## config.mk

```make
export PLATFORM = sky130hd
export DESIGN_NAME = inst_align
export DESIGN_NICKNAME = d
export VERILOG_FILES = /design/src/source/fetch_pkg.sv /design/src/source/inst_align.sv
export SDC_FILE = /design/constraint.sdc
export NUM_CORES = 1
export LEC_CHECK = 0
export BUFFER_PORTS_ARGS = -buffer_cell sky130_fd_sc_hd__clkbuf_2
export CAP_MARGIN = 20
export CORE_AREA = 2 2 89 91
export CTS_BUF_LIST = sky130_fd_sc_hd__clkbuf_8
export DETAILED_ROUTE_END_ITERATION = 12
export DIE_AREA = 0 0 91 93
export PLACE_DENSITY_LB_ADDON = 0.08
export RECOVER_POWER = 100
export SLEW_MARGIN = 20
export SYNTH_ARGS = -nofsm -noshare
export SYNTH_HDL_FRONTEND = slang
export SYNTH_SLANG_ARGS = --single-unit
export TNS_END_PERCENT = 5
```

## constraint.sdc

```tcl
create_clock -name clk -period 6.8 [get_ports clk]
set_clock_uncertainty 0.2 [all_clocks]
set_input_delay 0.68 -clock clk [delete_from_list [all_inputs] [get_ports clk]]
set_output_delay 0.68 -clock clk [all_outputs]
set_load 0.01 [all_outputs]
```

## src/source/fetch_pkg.sv

```systemverilog
`default_nettype none

package fetch_pkg;

   // pc and memory word width
   localparam int XLEN = 64;

   // one uncompressed instruction
   localparam int ILEN = 32;

   // read address channel width
   // taken from the low pc bits only
   localparam int ADDR_W = 32;

   // boot address
   localparam logic [XLEN-1:0] RESET_PC = 64'h0000_0000_8000_0000;

   // instruction memory index width
   // 256 words of 64 bits
   // index is address bits 10:3
   // upper bits ignored so addresses wrap
   localparam int IMEM_AW = 8;

   // cycles from accepting edge to rvalid
   // matches the address and data stages in imem
   localparam int IMEM_LATENCY = 2;

   // sequential pc increment
   localparam int PC_STEP = 4;

   // in-flight request pcs held by fetch_req
   // equal to IMEM_LATENCY so requests can go out back-to-back
   localparam int MAX_INFLIGHT = 2;

   // queue pointer width of at least one bit
   localparam int QPTR_W = (MAX_INFLIGHT > 1) ? $clog2(MAX_INFLIGHT) : 1;

   // occupancy and squash counter width
   // holds 0 up to MAX_INFLIGHT
   localparam int QCNT_W = $clog2(MAX_INFLIGHT + 1);

endpackage

`default_nettype wire

```

## src/source/inst_align.sv

```systemverilog
`timescale 1ns/1ps
`default_nettype none

module inst_align import fetch_pkg::*; (
   input  logic            clk,
   input  logic            rst,
   input  logic            rvalid,
   input  logic [XLEN-1:0] rdata,
   input  logic [XLEN-1:0] resp_pc,
   input  logic            resp_keep,
   output logic [ILEN-1:0] inst,
   output logic [XLEN-1:0] inst_pc,
   output logic            inst_valid
);

   logic            take;
   // pc bit 2 picks the word half
   logic [ILEN-1:0] half;

   assign take = rvalid & resp_keep;
   assign half = resp_pc[2] ? rdata[XLEN-1:ILEN] : rdata[ILEN-1:0];

   // one-cycle strobe per kept response
   always_ff @(posedge clk) begin
      if (rst) begin
         inst_valid <= 1'b0;
      end else begin
         inst_valid <= take;
      end
   end

   // inst reads as zero when nothing valid
   always_ff @(posedge clk) begin
      if (take) begin
         inst    <= half;
         inst_pc <= resp_pc;
      end else begin
         inst    <= '0;
      end
   end

endmodule

`default_nettype wire

```

Yosys cells after proc, flatten, opt, wreduce, memory -nomap -nowiden:

Cells that the tools add are included.

* mux-type cells: 1
* bitwise operators: 1

Operators with widths (number)
* $mux 32: 1
* $and 1x1->1: 1

* register bits: 97
* input bits: 132
* output and inout port bits: 97
* logic and storage cells: 5

Logic depth before layout (Yosys ltp):

* depth in word-level cells: 1
* gate-level depth with buffers: 4
* gate-level depth less buffers: 2

Least setup slack after synthesis:

OpenSTA, ideal clock, no wires.

* path type: input to register
* from: input rvalid
* to: register inst_pc[0], enable pin
* setup time: 0.418 ns
* data arrival time: 2.233 ns
* data required time: 6.182 ns
* slack: 3.949 ns
* cell stages on the path: 3
* buffers on the path: 1
* cells stage by stage: nand2_1 buf_2 inv_1

* longest elaborated chain between the ends: 1

RTL lines
* start, declared: line inst_align.sv:7 `input logic rvalid,`
* $and 1x1->1: line inst_align.sv:20 `assign take = rvalid & resp_keep;`
* named net take: line inst_align.sv:16 `logic take;`
* end signal, assigned: line inst_align.sv:36 `inst_pc <= resp_pc;`
* end, declared: line inst_align.sv:12 `output logic [XLEN-1:0] inst_pc,`

The timed path passes the listed nets, and every way through them passes these cells.
A chain may end at the register's enable or synchronous reset.

Worst setup path after layout:

* from: input resp_pc[2]
* to: register inst[14]

* longest elaborated chain between the ends: 1

RTL lines
* start, declared: line inst_align.sv:9 `input logic [XLEN-1:0] resp_pc,`
* $mux 32: line inst_align.sv:21 `assign half = resp_pc[2] ? rdata[XLEN-1:ILEN] : rdata[ILEN-1:0];`
* end signal, assigned: line inst_align.sv:35 `inst <= half;`
* end, declared: line inst_align.sv:11 `output logic [ILEN-1:0] inst,`

Every way passes these cells.

==> flow_summary.ini <==
[outcome]
status = finished with violations
violations = capacitance limit, slew limit

[placement]
port_buffers = 228
dpl.hpwl_um = 5460
routabilityCongestion = 0.739

[worst_hold_path]
whs_endpoint = inst_valid
min-delay-start = rst
hold-path-cell-count = 2
hp-class = input port to register

[clock_tree]
cts_hold_buf = 0
cts_tree = done
htreeDepth = 3
clk_pin_slew_ps = 90
clock-sinks = 97
post_cts_buffers = 0
cts_resized = 0
cts_root_buf = clkbuf_8
cts_buffers = 9
clockBufferDepth = 2

[setup_path]
start_kind = input port
cp_max_fo = 33
crit_arrival_ps = 2630
critPathKind = input port to register
cp.required_ps = 6790
critPathCaptureType = register

[routing]
ant_nets = 0
first_pass_iters = 4
wire_per_inst_um = 13.6
drc_errors = 0
wl_um = 6960
viasPerCell = 4.23
drtIter0Drc = 64
vias = 2167

[power]
p_switching_uw = 264
peakVddDrop_v = 0.0000885
clock_power_share_pct = 31.8
p_leak_uw = 0.00188
power.internal_uw = 891
p_comb_share_pct = 9.9
power.density_mw_per_mm2 = 263
power_frac_seq_pct = 58.4
power_uw = 1150
swShare_pct = 22.8

[floorplan]
ios = 229
fp.dieW_um = 91
start_util_pct = 41.5
die_y_um = 93
core_area_mm2 = 0.00753
die-area_mm2 = 0.00846
rows = 32

[layout]
layout_common_cells = 129 x clkbuf_2, 100 x clkbuf_1, 64 x edfxtp_1, 33 x nor2_1, 33 x dfxtp_1
area_delta_synth_final_pct = 40.7
drive_above_1_share_pct = 35.4
fin_util_pct = 58.3
antenna_cells = 0
final_nets = 537
layout_commonest_cell = clkbuf_2

[yosys]
synth_fp_nets = 303
synth_cells = 171
yosysWarnings = 0
seq_area_frac_synth_pct = 82.8
syn_avg_cell_area_um2 = 18.2
synth_cell_type_count = 9
syn_area_mm2 = 0.00312
yosysTopAreaCell = edfxtp_1
ys_ff_latch = 97
yosys.area.top_type_share_pct = 61.6
synth_area_leaders = edfxtp_1 62%, dfxtp_1 21%, mux2i_1 10%

[timing]
worst_slew_pin_slew_ps = 2180
fmax_mhz = 379
fin_crit_sh_pct = 38.8
hold_viol = 0
setup_violations = 0
final_max_slew_viol_count = 34
min_period_ps = 2640
max_slew_margin_pct = -45.5
rsz0062_at_grt = false
tns_ps = 0

[global_route]
grtUsageTotal_pct = 15.7
antenna_found_initial = 0
grt_pass1_wl_um = 10000
grt_max_degree = 65
grt_pass1_vias = 2034
grt_overflow = 0

[flow_run]
maxCapViolations = 1
[synth_stat cells, drive strengths merged]
cell type,number
buf,7
dfxtp,33
edfxtp,64
inv,1
mux2i,32
nand2,1
nor2,33
[critical path: stages]
cell,delay (ps)
clkbuf_1,1530
mux2i_1,350
nor2_1,60
[per-layer routing]
metal	vias up	track usage (%)	part of all wire, %
met5	-	0	0
met4	0	7.83	2.2
met3	14	5.56	12
met2	137	26.9	50
met1	941	17.4	36
li1	1075	-	-
[how the worst max path moves through the flow]
stage | from | end | slack, ps
after floorplan | rvalid | inst_pc[0] | 3950
after global placement | rvalid | inst_pc[30] | 4480
after detailed placement | rvalid | inst_pc[7] | 4470
after CTS | rvalid | inst_pc[45] | 4850
after global routing | rvalid | inst_pc[14] | 3980
final | resp_pc[2] | inst[14] | 4160
[flip-flops by register name, summed over array words and instances (netlist names)]
signal / cells
inst_valid: 1
inst_pc: 64
inst: 32
[stage by stage]
stage / setup WS (ps) / instances / instance area, um2 / hold slack [ps]
final: 4160 / 512 / 4390 / 285
after global routing: 3980 / 512 / 4390 / 267
after CTS: 4850 / 512 / 4520 / 266
after detailed placement: 4470 / 496 / 4320 / 649
after global placement: 4480 / 496 / 4320 / 652
after floorplan: 3950 / 171 / 3120 / 552
[power by group through the flow]
stage                     registers (uW)  clock network [uW]  logic (uW)
after floorplan                      708                   0        31.4
after global placement               688                   0         124
after detailed placement             688                   0         124
after CTS                            675                 379         124
after global routing                 677                 401         126
final                                674                 367         114
[area by class of cell]
type	instances	area, um2
Inverter	1	3.75
Multi-Input combinational cell	66	448
Tap cell	102	128
Sequential cell	97	2580
Clock buffer	9	124
Timing Repair Buffer	230	1030
Fill cell	685	3140
Clock inverter	7	77.6
[logic make-up after synthesis]
logic type	Yosys count	share of synthesized area (%)
multiplexers	32	10.3
flip-flops	97	82.8
AND/OR/NAND/NOR	34	4.09
buffers and inverters	8	2.89
Power figures use the tool's default switching activity.
