**src/source/fetch_pkg.sv**
```systemverilog
`default_nettype none

package fetch_pkg;

   // pc and memory word width
   localparam int XLEN = 64;

   // one uncompressed instruction
   localparam int ILEN = 32;

   // read address channel width
   // taken from the low pc bits only
   localparam int ADDR_W = 32;

   // boot address
   localparam logic [XLEN-1:0] RESET_PC = 64'h0000_0000_8000_0000;

   // instruction memory index width
   // 256 words of 64 bits
   // index is address bits 10:3
   // upper bits ignored so addresses wrap
   localparam int IMEM_AW = 8;

   // cycles from accepting edge to rvalid
   // matches the address and data stages in imem
   localparam int IMEM_LATENCY = 2;

   // sequential pc increment
   localparam int PC_STEP = 4;

   // in-flight request pcs held by fetch_req
   // equal to IMEM_LATENCY so requests can go out back-to-back
   localparam int MAX_INFLIGHT = 2;

   // queue pointer width of at least one bit
   localparam int QPTR_W = (MAX_INFLIGHT > 1) ? $clog2(MAX_INFLIGHT) : 1;

   // occupancy and squash counter width
   // holds 0 up to MAX_INFLIGHT
   localparam int QCNT_W = $clog2(MAX_INFLIGHT + 1);

endpackage

`default_nettype wire

```
**src/source/pc_gen.sv**
```systemverilog
`timescale 1ns/1ps
`default_nettype none

module pc_gen import fetch_pkg::*; (
   input  logic            clk,
   input  logic            rst,
   input  logic [XLEN-1:0] dnpc,
   input  logic            pc_update,
   input  logic            fire,
   output logic [XLEN-1:0] pc
);

   // next sequential address
   logic [XLEN-1:0] pc_seq;

   // step size widened to pc width
   assign pc_seq = pc + XLEN'(PC_STEP);

   // program counter register
   // redirect wins over the sequential step
   // fire means the current pc was taken by imem, so move past it
   // otherwise hold, e.g. while imem refuses requests during a load
   always_ff @(posedge clk) begin
      if (rst) begin
         pc <= RESET_PC;
      end else if (pc_update) begin
         // new target from execute
         pc <= dnpc;
      end else if (fire) begin
         pc <= pc_seq;
      end
   end

   // note that fetch_req never fires in a pc_update cycle,
   // so the redirect target itself is always the next address issued

endmodule

`default_nettype wire

```
**config.mk**
```make
export PLATFORM = sky130hd
export DESIGN_NAME = pc_gen
export DESIGN_NICKNAME = d
export VERILOG_FILES = /design/src/source/fetch_pkg.sv /design/src/source/pc_gen.sv
export SDC_FILE = /design/constraint.sdc
export NUM_CORES = 1
export LEC_CHECK = 0
export BUFFER_PORTS_ARGS = -buffer_cell sky130_fd_sc_hd__buf_2
export CORE_MARGIN = 1
export CORE_UTILIZATION = 51
export DETAILED_ROUTE_END_ITERATION = 8
export PLACE_DENSITY = 0.93
export REMOVE_ABC_BUFFERS = 1
export SLEW_MARGIN = 20
export SYNTH_ARGS = -nofsm -noshare
export SYNTH_HDL_FRONTEND = slang
export SYNTH_SLANG_ARGS = --single-unit
```
**constraint.sdc**
```tcl
create_clock -name clk -period 3.2 [get_ports clk]
set_clock_uncertainty 0.2 [all_clocks]
set_input_delay 0 -clock clk [delete_from_list [all_inputs] [get_ports clk]]
set_output_delay 0 -clock clk [all_outputs]
set_load 0.005 [all_outputs]
```
== Yosys cells after proc, flatten, opt, wreduce, memory -nomap -nowiden ==
Index checks and enable logic that the tools add are counted.

* Output and inout port bits: 64
* Input port bits: 68
* Flip-flop bits (word level): 64
* Logic and storage cells: 5

* Multiplexer cells: 2
* Reductions and logical operators: 1
* Add/subtract/negate cells: 1

{| class="wikitable"
|+ Operator list
! kind !! count
|-
| 64-bit 2-to-1 mux || 2
|-
| 64-bit by 3-bit adder with 64-bit output (second input constant) || 1
|-
| 2-bit nonzero test || 1
|}

== Logic depth before layout (Yosys ltp) ==
* Word-level depth: 3
* Depth in mapped cells: 7
* Gate-level depth less buffers: 6

== Worst setup path after synthesis ==
OpenSTA, ideal clock, no wires.

* Path type: flip-flop to flip-flop
* From: register pc[15]
* To: register pc[53]
* Slack: 0.860 ns
* Arrival: 2.018 ns
* Stages on the path, launching flop included: 7
* Required time: 2.878 ns
* Clock period less this slack: 2.340 ns
* Path buffers: 1
* Path through: dfxtp_1 -> nand4_2 -> or4_1 -> buf_2 -> nor4b_4 -> mux2i_1 -> nand3_1

* Longest elaborated chain between the ends: 3

{| class="wikitable"
|+ Ends and longest elaborated chain
! element !! RTL line !! RTL
|-
| from (decl) || pc_gen.sv:10 || <nowiki>output logic [XLEN-1:0] pc</nowiki>
|-
| from (signal assigned) || pc_gen.sv:28 || <nowiki>pc <= dnpc;</nowiki>
|-
| from (signal assigned) || pc_gen.sv:30 || <nowiki>pc <= pc_seq;</nowiki>
|-
| 64-bit by 3-bit adder with 64-bit output || pc_gen.sv:17 || <nowiki>assign pc_seq = pc + XLEN'(PC_STEP);</nowiki>
|-
| 64-bit 2-to-1 mux || pc_gen.sv:29 || <nowiki>end else if (fire) begin</nowiki>
|-
| 64-bit 2-to-1 mux || pc_gen.sv:26 || <nowiki>end else if (pc_update) begin</nowiki>
|}

Every way passes these cells. The select of a mux whose other input is x is not followed.
A chain may end at the register's enable or synchronous reset.

== Worst setup path in the final report ==
* From: register pc[10]
* To: register pc[51]

The elaborated chain is that of the path after synthesis.

==> results.yml <==
worst_setup_path:
  slowest_delay_ns: 0.79
  required_ns: 3.29
  cp_top_family: "simple AND/OR/NAND/NOR gates"
  cp-endpoint: "pc[51]$_SDFFE_PP0N_"
  reg2reg_to: "pc[51]$_SDFFE_PP0N_"
  r2r_slack_ns: 0.24
  r2r-start: "pc[10]$_SDFFE_PP0N_"
  startpoint_type: "flop"
  path_cells: "nand4_4 -> or4_4 -> nor4_2 -> xnor2_1 -> a211oi_2 -> dlygate4sd3_1"
  critPathLaunch: "pc[10]$_SDFFE_PP0N_"
  cp_num_cells: 6
  critical_path.slowest_cell: "or4_4"
  critical_path_peak_fanout: 26
  crit_arrival_ns: 3.04
  path_buf_inv: 1
  crit_type: "flop to flop"
  reg2regPathDepth: 6
  worstSetupEndpointType: "flop"
sta:
  period_share_pct: 92.4
  setup_tns_ns: 0
  hold_viol: 0
  setup_viol: 0
  fmax_mhz: 338
  worst_pin_slew_ns: 0.856
  slew-limit-headroom_pct: 42.9
  fin_crit_ns: 2.96
  finalMaxSlewViolations: 0
  finalWorstSetupSlack_ns: 0.242
  rsz0062_at_grt: "no"
synthesis:
  ys_types: 48
  postSynthCellCount: 474
  yosysWarnings: 0
  synth_edf_count: 0
  seq_area_frac_synth_pct: 32.3
  syn_area_mm2: 0.00396
  synth_top_flop_cell: "dfxtp_1"
  async_flop_share_pct: 0
  syn-mean-instance-area_um2: 8.36
  synth_seq_cells: 64
min_path:
  hp-start: "fire"
  hold-path-cell-count: 6
  hp-class: "input pin to flop"
global_routing:
  first_global_vias: 4486
  grt_max_degree: 63
  grt_use_total_pct: 31.5
  antenna_found_initial: 0
  grt_pass1_wl_um: 20700
  globalRouteOverflowTotal: 0
flow_run:
  drv_cap: 0
drt:
  num_vias: 4579
  antenna_left: 0
  wl_per_cell_um: 17.0
  drt_wl_total_um: 12800
  drt_first_pass_iters: 5
  vias_per_cell: 6.07
  drtIter0Drc: 269
  drc_errors: 0
die:
  die_area_mm2: 0.00813
  die_height_um: 90.2
  boundaryPins: 132
  rows: 31
  die_w_um: 90.2
  core_mm2: 0.00737
  start_util_pct: 53.8
clocking:
  ctsResizeCount: 0
  cts_tree: "done"
  clock_latency_ns: 0.35
  clock-sinks: 64
  cts_max_level: 3
  cts_buffers: 9
  clock_path_buffers: 2
  cts-root-buf: "clkbuf_8"
  cts.clk_slew.worst_paths_ns: 0.07
power_and_ir_drop:
  p_int_uw: 1350
  p_leak_uw: 0.00225
  p_switching_uw: 542
  p_seq_share_pct: 48.9
  peakVddDrop_mv: 0.305
  combPwrFrac_pct: 18.1
  powerDensity_mw_per_mm2: 346
  pwr-share-clk_pct: 33.0
  sw_frac_of_total_pct: 28.7
placement:
  gp_congestion: 0.926
  port_buffers: 131
  place_ws_ns: 0.543
  dp_hpwl_um: 7730
layout:
  final_core_util_pct: 74.1
  reg_top3: "pc: 64 flops"
  drive_above_1_share_pct: 27.6
  top_register: "pc"
  antennaDiodeCount: 0
  mostFrequentLayoutCells: "buf_2, dlygate4sd3_1, dfxtp_1, nor2_1, xnor2_1"
  syn_to_final_growth_pct: 37.7
  nets: 722
  largest_register_ff_count: 64
  layout_commonest_cell: "buf_2"
run_status:
  status: "finished, final reports clean"
[worst reg2reg max path, delay by kind of cell, from the launching register on]
kind	cells	cell delay, ns
compound gates	1	0.21
xor+xnor	1	0.12
buf+inv	1	0.56
flops	1	0.46
simple gates	3	1.36
[cell type report]
cell class,instances,area [µm²]
inverters,10,37.5
clock buffers,12,155
flip-flops and latches,64,1280
clock inverters,1,5.00
fillers,517,1910
multi-input cells,365,2480
well taps,99,124
repair buffers,203,1380
[metal layers]
layer / up-vias / GRT usage, % / part of all wire [%]
met3: 68 / 5.75 / 7.8
met1: 2117 / 34.5 / 37
met5: - / 0 / 0
met4: 0 / 19.2 / 4.9
li1: 2112 / - / -
met2: 282 / 56.2 / 50
[cell usage after synthesis (3+ instances only)]
master / n / area share, %
dfxtp_1: 64 / 32
nand2_1: 32 / 3.0
nor3_2: 7 / 1.8
or3_1: 9 / 1.4
buf_2: 5 / 0.63
nor4_2: 11 / 3.5
and3_1: 13 / 2.1
xor2_1: 10 / 2.2
mux2i_1: 7 / 1.8
nor2_1: 55 / 5.2
nor3_1: 24 / 3.0
xnor2_1: 33 / 7.3
nor4_4: 6 / 3.2
a21oi_1: 16 / 2.0
o21ai_0: 11 / 1.4
or4_1: 4 / 0.76
a211oi_1: 30 / 5.7
nand3_1: 22 / 2.8
nor4_1: 8 / 1.3
and2_1: 4 / 0.63
inv_1: 9 / 0.85
a311oi_1: 7 / 1.5
clkbuf_1: 25 / 2.4
nand4_1: 20 / 3.2
and4_1: 11 / 2.4
o211ai_1: 3 / 0.57
[cell families (layout without fill, tap and decap cells)]
| family | count (synthesis) | count (layout) | share of synthesized area (%) |
|---|---|---|---|
| simple gates | 238 | 238 | 37.8 |
| compound gates | 76 | 76 | 13.2 |
| flops | 64 | 64 | 32.3 |
| buf+inv | 45 | 226 | 5.11 |
| xor+xnor | 43 | 43 | 9.50 |
| mux | 7 | 7 | 1.77 |
| fa+ha+maj | 1 | 1 | 0.316 |
[worst min-delay path by stage]
stage / slack [ns] / end
2_1_floorplan: -0.14 / pc[51]$_SDFFE_PP0N_
3_3_place_gp: 0.03 / pc[3]$_SDFFE_PP0N_
3_5_place_dp: 0.04 / pc[5]$_SDFFE_PP0N_
4_1_cts: 0.03 / pc[16]$_SDFFE_PP0N_
5_1_grt: 0.07 / pc[9]$_SDFFE_PP0N_
6_report: 0.04 / pc[5]$_SDFFE_PP0N_
[metrics by stage]
step | power, µW | hold WS (ns) | cells | instance area, µm²
6_report | 1890 | 0.0415 | 754 | 5460
5_1_grt | 1960 | 0.0720 | 754 | 5460
4_1_cts | 1880 | 0.0298 | 754 | 5460
3_5_place_dp | 1200 | 0.0443 | 674 | 4630
3_3_place_gp | 1190 | 0.0274 | 674 | 4630
2_1_floorplan | 1050 | -0.135 | 439 | 3800
[repair_timing]
item,in CTS,in global routing
endpoints found under the hold margin,64,0
hold buffers,67,0
buffers inserted,0,0
[power groups by stage]
stage / Combinational, µW / Clock, µW / Sequential [µW]
after global routing: 372 / 662 / 930
after CTS: 329 / 626 / 919
final: 342 / 623 / 923
after floorplan: 121 / 0 / 928
after global placement: 256 / 0 / 931
after detailed placement: 263 / 0 / 937
(Power assumes the default switching activity.)
