### config.mk
export PLATFORM = sky130hd
export DESIGN_NAME = fetch_req
export DESIGN_NICKNAME = d
export VERILOG_FILES = /design/src/source/fetch_pkg.sv /design/src/source/fetch_req.sv
export SDC_FILE = /design/constraint.sdc
export NUM_CORES = 1
export LEC_CHECK = 0
export ABC_AREA = 1
export BUFFER_PORTS_ARGS = -buffer_cell sky130_fd_sc_hd__buf_2
export CAP_MARGIN = 20
export CELL_PAD_IN_SITES_DETAIL_PLACEMENT = 1
export CELL_PAD_IN_SITES_GLOBAL_PLACEMENT = 1
export CORE_ASPECT_RATIO = 0.9
export CORE_MARGIN = 5
export CORE_UTILIZATION = 45
export CTS_CLUSTER_SIZE = 28
export DETAILED_ROUTE_END_ITERATION = 10
export PLACE_DENSITY = 0.9
export REMOVE_ABC_BUFFERS = 1
export SYNTH_ARGS = -nofsm -noshare
export SYNTH_HDL_FRONTEND = slang
export SYNTH_SLANG_ARGS = --single-unit
### constraint.sdc
create_clock -name clk -period 7.35 [get_ports clk]
set_input_delay 0.3675 -clock clk [delete_from_list [all_inputs] [get_ports clk]]
set_output_delay 0.3675 -clock clk [all_outputs]
set_load 0.01 [all_outputs]
### src/source/fetch_pkg.sv
`default_nettype none

package fetch_pkg;

   // pc and memory word width
   localparam int XLEN = 64;

   // one uncompressed instruction
   localparam int ILEN = 32;

   // read address channel width
   // taken from the low pc bits only
   localparam int ADDR_W = 32;

   // boot address
   localparam logic [XLEN-1:0] RESET_PC = 64'h0000_0000_8000_0000;

   // instruction memory index width
   // 256 words of 64 bits
   // index is address bits 10:3
   // upper bits ignored so addresses wrap
   localparam int IMEM_AW = 8;

   // cycles from accepting edge to rvalid
   // matches the address and data stages in imem
   localparam int IMEM_LATENCY = 2;

   // sequential pc increment
   localparam int PC_STEP = 4;

   // in-flight request pcs held by fetch_req
   // equal to IMEM_LATENCY so requests can go out back-to-back
   localparam int MAX_INFLIGHT = 2;

   // queue pointer width of at least one bit
   localparam int QPTR_W = (MAX_INFLIGHT > 1) ? $clog2(MAX_INFLIGHT) : 1;

   // occupancy and squash counter width
   // holds 0 up to MAX_INFLIGHT
   localparam int QCNT_W = $clog2(MAX_INFLIGHT + 1);

endpackage

`default_nettype wire

### src/source/fetch_req.sv
`timescale 1ns/1ps
`default_nettype none

module fetch_req import fetch_pkg::*; (
   input  logic              clk,
   input  logic              rst,
   input  logic [XLEN-1:0]   pc,
   input  logic              pc_update,
   input  logic              arready,
   input  logic              rvalid,
   output logic              arvalid,
   output logic [ADDR_W-1:0] araddr,
   output logic              fire,
   output logic [XLEN-1:0]   resp_pc,
   output logic              resp_keep
);

   // read data channel, always accepted
   logic              rready;
   logic              pop;
   logic              room;
   // pcs of accepted requests, oldest at rd_ptr
   logic [XLEN-1:0]   pc_q [MAX_INFLIGHT];
   logic [QPTR_W-1:0] wr_ptr;
   logic [QPTR_W-1:0] rd_ptr;
   logic [QCNT_W-1:0] count;
   // responses still to be dropped after a redirect
   logic [QCNT_W-1:0] squash_cnt;

   assign rready = 1'b1;
   assign pop    = rvalid & rready;

   // a popped slot is reusable in the same cycle
   assign room    = (count < QCNT_W'(MAX_INFLIGHT)) | pop;
   // no issue in the redirect cycle, pc is stale there
   assign arvalid = room & ~pc_update;
   assign araddr  = arvalid ? pc[ADDR_W-1:0] : '0;
   assign fire    = arvalid & arready;

   // head of queue pairs with the current response
   assign resp_pc   = pc_q[rd_ptr];
   // a response landing in the redirect cycle is stale as well
   assign resp_keep = (squash_cnt == '0) & ~pc_update;

   // queue pointers and occupancy
   always_ff @(posedge clk) begin
      if (rst) begin
         wr_ptr <= '0;
         rd_ptr <= '0;
         count  <= '0;
      end else begin
         if (fire) begin
            wr_ptr <= (wr_ptr == QPTR_W'(MAX_INFLIGHT - 1)) ? '0 : wr_ptr + 1'b1;
         end
         if (pop) begin
            rd_ptr <= (rd_ptr == QPTR_W'(MAX_INFLIGHT - 1)) ? '0 : rd_ptr + 1'b1;
         end
         case ({fire, pop})
            2'b10:   count <= count + 1'b1;
            2'b01:   count <= count - 1'b1;
            default: count <= count;
         endcase
      end
   end

   // queue storage
   always_ff @(posedge clk) begin
      if (fire) begin
         pc_q[wr_ptr] <= pc;
      end
   end

   // squash counter
   // on redirect everything left in flight after this cycle's pop is dead
   always_ff @(posedge clk) begin
      if (rst) begin
         squash_cnt <= '0;
      end else if (pc_update) begin
         squash_cnt <= count - {{(QCNT_W - 1){1'b0}}, pop};
      end else if (pop && squash_cnt != '0) begin
         squash_cnt <= squash_cnt - 1'b1;
      end
   end

endmodule

`default_nettype wire

Word-level counts from Yosys, hierarchy flattened
Memories as Yosys holds them, arrays and structs flattened. A register that Yosys moved wholly into a read port is not among the register bits.
Cells that the tools add are included.
{ "word_totals": {"mem_bits_rw": 128, "in_bits": 69, "regBits": 6, "out_inout_bits": 99, "memories": 1, "word_cells": 34} }
{ "mem_list": {"columns": ["memory", "words", "width", "rd", "rd_ports_with_merged_regs", "wr", "line_no", "rtl"], "rows": [
  ["pc_q", 2, 64, 1, 1, 1, "fetch_req.sv:23", "logic [XLEN-1:0] pc_q [MAX_INFLIGHT];"]
]} }
{ "classes": {"n_eq_ne": 2, "n_addsub": 6, "reduce_logical": 5, "muxes": 10, "bitwise_logic": 5, "magnitude_cmp": 1} }
{ "ops": {"columns": ["cell", "n"], "rows": [
  ["two-way mux 32 bit", 1],
  ["two-way mux 1 bit", 6],
  ["nonzero test 2 bit", 3],
  ["two-way mux 2 bit", 2],
  ["one-hot mux 2 bit (2 select lines)", 1],
  ["subtractor 2 x 1 -> 2 bit, second input constant", 2],
  ["AND 1 bit", 3],
  ["adder 1 bit, second input constant", 2],
  ["adder 2 x 1 -> 2 bit, second input constant", 1],
  ["== test 2 x 1 -> 1 bit, second input constant", 1],
  ["== test 2 bit, second input constant", 1],
  ["zero test 2 bit", 1],
  ["less-than comparator 2 bit, second input constant", 1],
  ["subtractor 2 x 1 -> 2 bit", 1],
  ["logical AND 1 bit", 1],
  ["NOT 1 bit", 1],
  ["OR 1 bit", 1]
]} }

Depth between registers and ports, before layout
Gate-level depths: netlist (run 1).
{ "logic_depth": {"word_depth": 6, "ltp_mapped": 9, "mapped_depth_nobuf": 9} }

Worst setup path after synthesis (run 1)
OpenSTA, ideal clock, no wires.
{ "synth_path": {"path_type": "input to register", "startpoint": "input pc_update", "endpoint": "memory pc_q[0][0], enable pin", "path_buffers": 0, "setup_slack_ns": 3.500, "setup_time_ns": 0.486, "required_ns": 6.864, "stages": 3, "t_arrival_ns": 3.364, "cell_sequence": "inv_1 -> nand3_4 -> nor2_1"} }
{ "synth_between": {"elab_chain_cells": 5} }
{ "synth_lines": {"columns": ["element", "line_no", "rtl"], "rows": [
  ["start: declaration", "fetch_req.sv:8", "input logic pc_update,"],
  ["NOT 1 bit", "fetch_req.sv:36", "assign arvalid = room & ~pc_update;"],
  ["AND 1 bit", "fetch_req.sv:36", null],
  ["AND 1 bit", "fetch_req.sv:38", "assign fire = arvalid & arready;"],
  ["two-way mux 1 bit", "fetch_req.sv:68", "if (fire) begin"],
  ["two-way mux 1 bit (implied by the code)", "fetch_req.sv:69", "pc_q[wr_ptr] <= pc;"],
  ["end: declaration", "fetch_req.sv:23", null]
]} }
No other way between the ends.

==> flow_summary.yaml, run 1 <==
routing:
  dr.pass1.iters: 6
  drc: 0
  dr_wl_met3_um: 822
  met2_length_um: 6355
  first_iter_violations: 178
  postRouteAntennaNets: 0
  via_per_inst: 4.747
  top_layer: "met4"
  wl_per_cell_um: 18.38
  wl_met1_um: 5166
  drt_wl_total_um: 12500
  vias: 3228
cells_and_area:
  regArea_sq_um: 3988
  multi_input_area_sq_um: 1304
  antenna_cells: 0
  syn2layout_area_growth_pct: 25.55
  nFillCells: 1231
  nNetsFinal: 579
  drive_above_1_share: 0.5173
sta:
  fin_hold_ws_ns: 0.1412
  clock.fmax_mhz: 369.9
  finalSetupTns_ns: 0
  period_needed_ns: 2.703
  setup_viol: 0
  drv_slew: 0
  hold_viol_final: 0
  slew-limit-headroom: 0.4186
  timing.final.crit_share: 0.3678
  worstMarginPinSlew_ns: 0.8722
  finalClockSkew_ns: 0.01017
  rsz0062_at_grt: "no"
clocking:
  post_cts_resize_count: 0
  cts_sinks: 135
  htreeDepth: 4
  postCtsSetupBuffers: 0
  path_clk_slew_ns: 0.06
  cts-root-buf: "clkbuf_16"
  cts-buffers-inserted: 17
  clk_path_buf_depth: 2
  cts_tree: "built"
  clkLatencyLatePin_ns: 0.40
  holdBufCountCts: 0
placement:
  dp_hpwl_um: 8892
  place.gp.congestion: 0.7747
  numPortBuffers: 167
grt:
  grt_max_degree: 65
  track_usage: 0.1724
  antenna_found_initial: 0
  grt_pass1_vias: 3549
  grt_pass1_wl_um: 18930
  grt_overflow: 0
floorplan:
  fp.dieW_um: 127.8
  start_util: 0.4637
  die_h_um: 116.0
  num_rows: 38
  core_area_sq_um: 12120
  die_area_sq_um: 14830
  io_pins: 168
synth:
  ys_top_cells_by_area: "edfxtp_1 68%, mux2_4 16%, inv_1 3.3%"
  yosys_most_used_dff: "edfxtp_1"
  synth_edf_count: 128
  syn_inst: 328
  synth_cell_type_count: 20
  yosysMostFrequentCell: "edfxtp_1"
  synth_top_cell_by_area: "edfxtp_1"
  synth.top_cells.by_count: "128 x edfxtp_1, 60 x mux2_4, 49 x inv_1"
  syn_area_sq_um: 5622
  yosysWarningCount: 0
  avgSynthCellArea_sq_um: 17.14
  async_flop_share: 0
  yosysTopAreaCellShare: 0.6837
  ys_ff_latch: 135
  yosysSeqAreaShare: 0.7087
outcome:
  status: "finished clean"
pwr:
  p_per_area_nw_per_um2: 263.5
  p_total_w: 0.001860
  leakage_nw: 3.076
  max-vdd-ir-drop_v: 0.0001025
run:
  maxCapViolations: 0
worst_setup_path:
  required_ns: 6.98
  worstPathArrival_ns: 2.34
  path_max_fanout: 39
  criticalPathCategory: "reg2out"
  start_kind: "register"
  crit_path_end_kind: "output pin"
min_path:
  hp-class: "in2reg"
[path summary, 6_finish.rpt]
kind,start,endpoint,slack [ns],cells past startpoint
setup / recovery,register,resp_pc[44],4.65,3
hold / removal,rst,register,0.14,2
setup reg to reg,count[1]$_SDFFE_PP0P_,pc_q[1][9]$_DFFE_PP_,5.50,4
hold reg to reg,rd_ptr$_SDFFE_PP0P_,register,0.53,2
[area by class of cell]
class	count	area share
sequential	135	0.5650
tap	160	0.02836
timing repair buffer	170	0.1216
inverter	49	0.02606
clock inverter	11	0.01188
clock buffer	21	0.06240
multi-input combinational	134	0.1847
[logic make-up (layout without fill, tap and decap cells)]
logic type / Yosys count / count (layout) / share of synthesized area
DFF: 135 / 135 / 0.7087
AOI/OAI and AO/OA: 7 / 7 / 0.006455
adders and majority gates: 3 / 3 / 0.006678
buffers and inverters: 59 / 251 / 0.06210
and+or+nand+nor: 59 / 59 / 0.04629
xor gates and xnor gates: 1 / 1 / 0.001558
muxes: 64 / 64 / 0.1683
[cells in the final DEF, fill, tap and decap left out, types with 2 or more instances in the layout]
cell type	count
buf_2	167
edfxtp_1	128
mux2_4	60
inv_1	49
nor2_1	35
clkbuf_16	17
nand2_1	12
dfxtp_1	6
clkinv_2	5
nor2_2	4
mux2_2	4
o21ai_0	4
clkbuf_1	4
ha_1	3
clkinv_1	3
buf_4	3
nor2_4	2
a21oi_1	2
nand3_1	2
clkinv_4	2
[worst max-delay path, stage by stage, from the launching register on]
cell and delay (ns):
dfxtp_4 0.65, buf_4 0.67, mux2_2 0.41, buf_2 0.14
[routing by layer]
layer  up-vias  global-route usage
li1       1514                   -
met1      1573              0.2027
met2       126              0.3036
met3        15             0.05576
met4         0             0.05163
met5         -                   0
[where the power goes]
| part | switching, W | total [W] | internal [W] |
|---|---|---|---|
| Combinational | 0.000117 | 0.000223 | 0.000106 |
| Clock | 0.000284 | 0.000742 | 0.000458 |
| Sequential | 0.0000168 | 0.000894 | 0.000877 |
[through the flow]
step / worst slack (ns) / util / instances / instance area [sq um]
after floorplan: 3.500 / - / 318 / 5456
after global placement: 5.084 / 0.5389 / 648 / 6534
after detailed placement: 5.054 / 0.5389 / 648 / 6534
after CTS: 4.612 / 0.5821 / 680 / 7058
after global routing: 4.533 / 0.5821 / 680 / 7058
final: 4.647 / 0.5821 / 680 / 7058
[sequential cells by signal, summed over array words and instances, names as in the netlist, named ones only]
signal      cells
squash_cnt      2
rd_ptr          1
count           2
wr_ptr          1
pc_q          128
Note: power is estimated with default switching activity, not from simulation.
==> run 2: changes to the inputs <==
Settings changed: ABC_AREA 1 to 0, CORE_UTILIZATION 45 to 42, PLACE_DENSITY 0.9 to 0.86.
Clock period 7.35 ns to 2.7 ns, I/O delays scaled along.
==> flow_summary.yaml, run 2 <==
sta:
  finalClockSkew_ns: 0.007792
  setup_viol: 0
  drv_slew: 0
  worstMarginPinSlew_ns: 0.6367
  rsz0062_at_grt: "no"
  clock.fmax_mhz: 520.2
  slew-limit-headroom: 0.5745
  finalSetupTns_ns: 0
  timing.final.crit_share: 0.7120
  hold_viol_final: 0
  period_needed_ns: 1.922
grt:
  grt_max_degree: 41
  grt_pass1_vias: 3763
  track_usage: 0.1897
  grt_overflow: 0
  antenna_found_initial: 0
  grt_pass1_wl_um: 20590
cells_and_area:
  syn2layout_area_growth_pct: 42.59
  drive_above_1_share: 0.5037
  design_area_sq_um: 7440
  final_cell_mix: "167 x buf_2, 128 x edfxtp_1, 65 x dlygate4sd3_1"
  final_common_cell: "buf_2"
  top_regs: "pc_q x128, count x2, squash_cnt x2"
  antenna_cells: 0
  nNetsFinal: 593
  largest_register_ffs: 128
  regMostFlops: "pc_q"
  fin_cells: 694
pwr:
  seq_power_share: 0.463
  p_clk_frac: 0.410
  max-vdd-ir-drop_v: 0.0004391
  leakage_nw: 2.907
  swShare: 0.2223
  switchingPower_w: 0.001162
  comb_power_share: 0.127
  internal_power_w: 0.004066
  p_per_area_nw_per_um2: 702.6
clocking:
  post_cts_resize_count: 0
  htreeDepth: 4
  cts_tree: "built"
  cts-root-buf: "clkbuf_16"
  postCtsSetupBuffers: 0
  cts_sinks: 135
  cts-buffers-inserted: 17
  clkLatencyLatePin_ns: 0.41
  path_clk_slew_ns: 0.05
  holdBufCountCts: 65
  clk_path_buf_depth: 2
placement:
  dp_cells: 597
  dp_hpwl_um: 8198
  numPortBuffers: 167
  place.gp.congestion: 0.7612
  place_area_sq_um: 6240
routing:
  wl_per_cell_um: 19.71
  via_per_inst: 4.723
  postRouteAntennaNets: 0
  first_iter_violations: 145
  dr.pass1.iters: 4
  vias: 3278
  drc: 0
  drt_wl_total_um: 13680
synth:
  ys_ff_latch: 135
  avgSynthCellArea_sq_um: 18.97
  syn_area_sq_um: 5218
  synth_edf_count: 128
  syn_inst: 275
  synth.top_cells.by_count: "128 x edfxtp_1, 64 x mux2_2, 33 x and2_1"
  yosysSeqAreaShare: 0.7635
  yosysWarningCount: 0
  synth_top_cell_by_area: "edfxtp_1"
  yosys_most_used_dff: "edfxtp_1"
  synth_cell_type_count: 26
  ys_top_cells_by_area: "edfxtp_1 74%, mux2_2 14%, and2_1 4.0%"
  yosysMostFrequentCell: "edfxtp_1"
  async_flop_share: 0
  yosysTopAreaCellShare: 0.7367
run:
  maxCapViolations: 0
worst_setup_path:
  slowest_delay_ns: 0.50
  crit_buf_inv: 1
  path_max_fanout: 33
  crit_path_end_kind: "output pin"
  start_kind: "register"
  required_ns: 2.57
  cp_cell_sequence: "nor2b_4 > nor2_4 > and2_1 > buf_2"
  crit_family: "simple AND/OR/NAND/NOR gates"
  criticalPathCategory: "reg2out"
  worstPathArrival_ns: 1.79
  slowest_stage: "nor2_4"
floorplan:
  start_util: 0.4303
  fp.dieW_um: 127.5
  num_rows: 38
  die_h_um: 115.7
  io_pins: 168
  die_area_sq_um: 14750
  core_area_sq_um: 12120
min_path:
  hp-class: "in2reg"
outcome:
  status: "finished clean"
run 2: changes by cell type in the layout (fill, tap and decap cells not counted), moves of 3 or more:
cell,before,now
mux2_2,4,64
nor2_2,4,0
nand2_1,12,0
dlygate4sd3_1,0,65
and2_1,0,32
buf_4,3,6
nor2_1,35,3
xnor2_1,1,4
mux2_4,60,0
inv_1,49,5
o21ai_0,4,1
run 2: layer usage:
| layer | wire length [um] | GRT usage | up-vias |
|---|---|---|---|
| met5 | 0 | 0 | - |
| met4 | 169 | 0.06362 | 0 |
| met3 | 886 | 0.06313 | 13 |
| met2 | 7296 | 0.3430 | 123 |
| met1 | 5325 | 0.2115 | 1607 |
| li1 | - | - | 1535 |
run 2: worst paths after layout:
check,cells past startpoint,slack [ns],startpoint,to
setup / recovery,4,0.78,count[1]$_SDFFE_PP0P_,araddr[0]
hold reg to reg,2,0.53,rd_ptr$_SDFFE_PP0P_,rd_ptr$_SDFFE_PP0P_
setup reg to reg,6,0.88,count[1]$_SDFFE_PP0P_,count[1]$_SDFFE_PP0P_
hold / removal,2,0.11,pc_update,squash_cnt[1]$_SDFFE_PP0P_
run 2: layout make-up:
cell class | count | area [sq um]
flip-flops and latches | 135 | 3985
fillers | 1153 | 4684
multi-input cells | 124 | 1155
clock buffers | 22 | 444.2
clock inverters | 10 | 105.1
repair buffers | 238 | 1531
inverters | 5 | 18.77
well taps | 160 | 200.2
run 2: worst register-to-register path: cells and delay by family, from the launching register on:
family | cells | cell delay (ns)
compound gates | 1 | 0.17
fa+ha+maj | 1 | 0.33
buf+inv | 1 | 0.09
flops | 1 | 0.33
simple gates | 3 | 0.82
run 2: cells by family (layout without fill, tap and decap cells):
group,after synthesis,in the layout,synth area share
fa+ha+maj,3,3,0.007195
simple gates,44,44,0.05492
mux,64,64,0.1381
xor+xnor,5,5,0.008393
buf+inv,16,275,0.01703
flops,135,135,0.7635
compound gates,8,8,0.01079
run 2: metrics by stage:
stage                     power, W    util  setup slack [ns]  hold WS [ns]
after floorplan           0.002777       -            -1.821        0.2041
after global placement    0.003015  0.5147             1.042        0.3245
after detailed placement  0.003045  0.5147            0.9206        0.3299
after CTS                 0.005271  0.6136            0.7581       0.08873
after global routing      0.005448  0.6136            0.6213        0.1010
final                     0.005227  0.6136            0.7777        0.1082
run 2: power groups by stage:
stage	sequential, W	clock [W]	combinational (W)
2_1_floorplan	0.00248	0	0.000294
4_1_cts	0.00242	0.00219	0.000664
3_5_place_dp	0.00246	0	0.000584
3_3_place_gp	0.00245	0	0.000562
6_report	0.00242	0.00214	0.000664
5_1_grt	0.00243	0.00230	0.000719
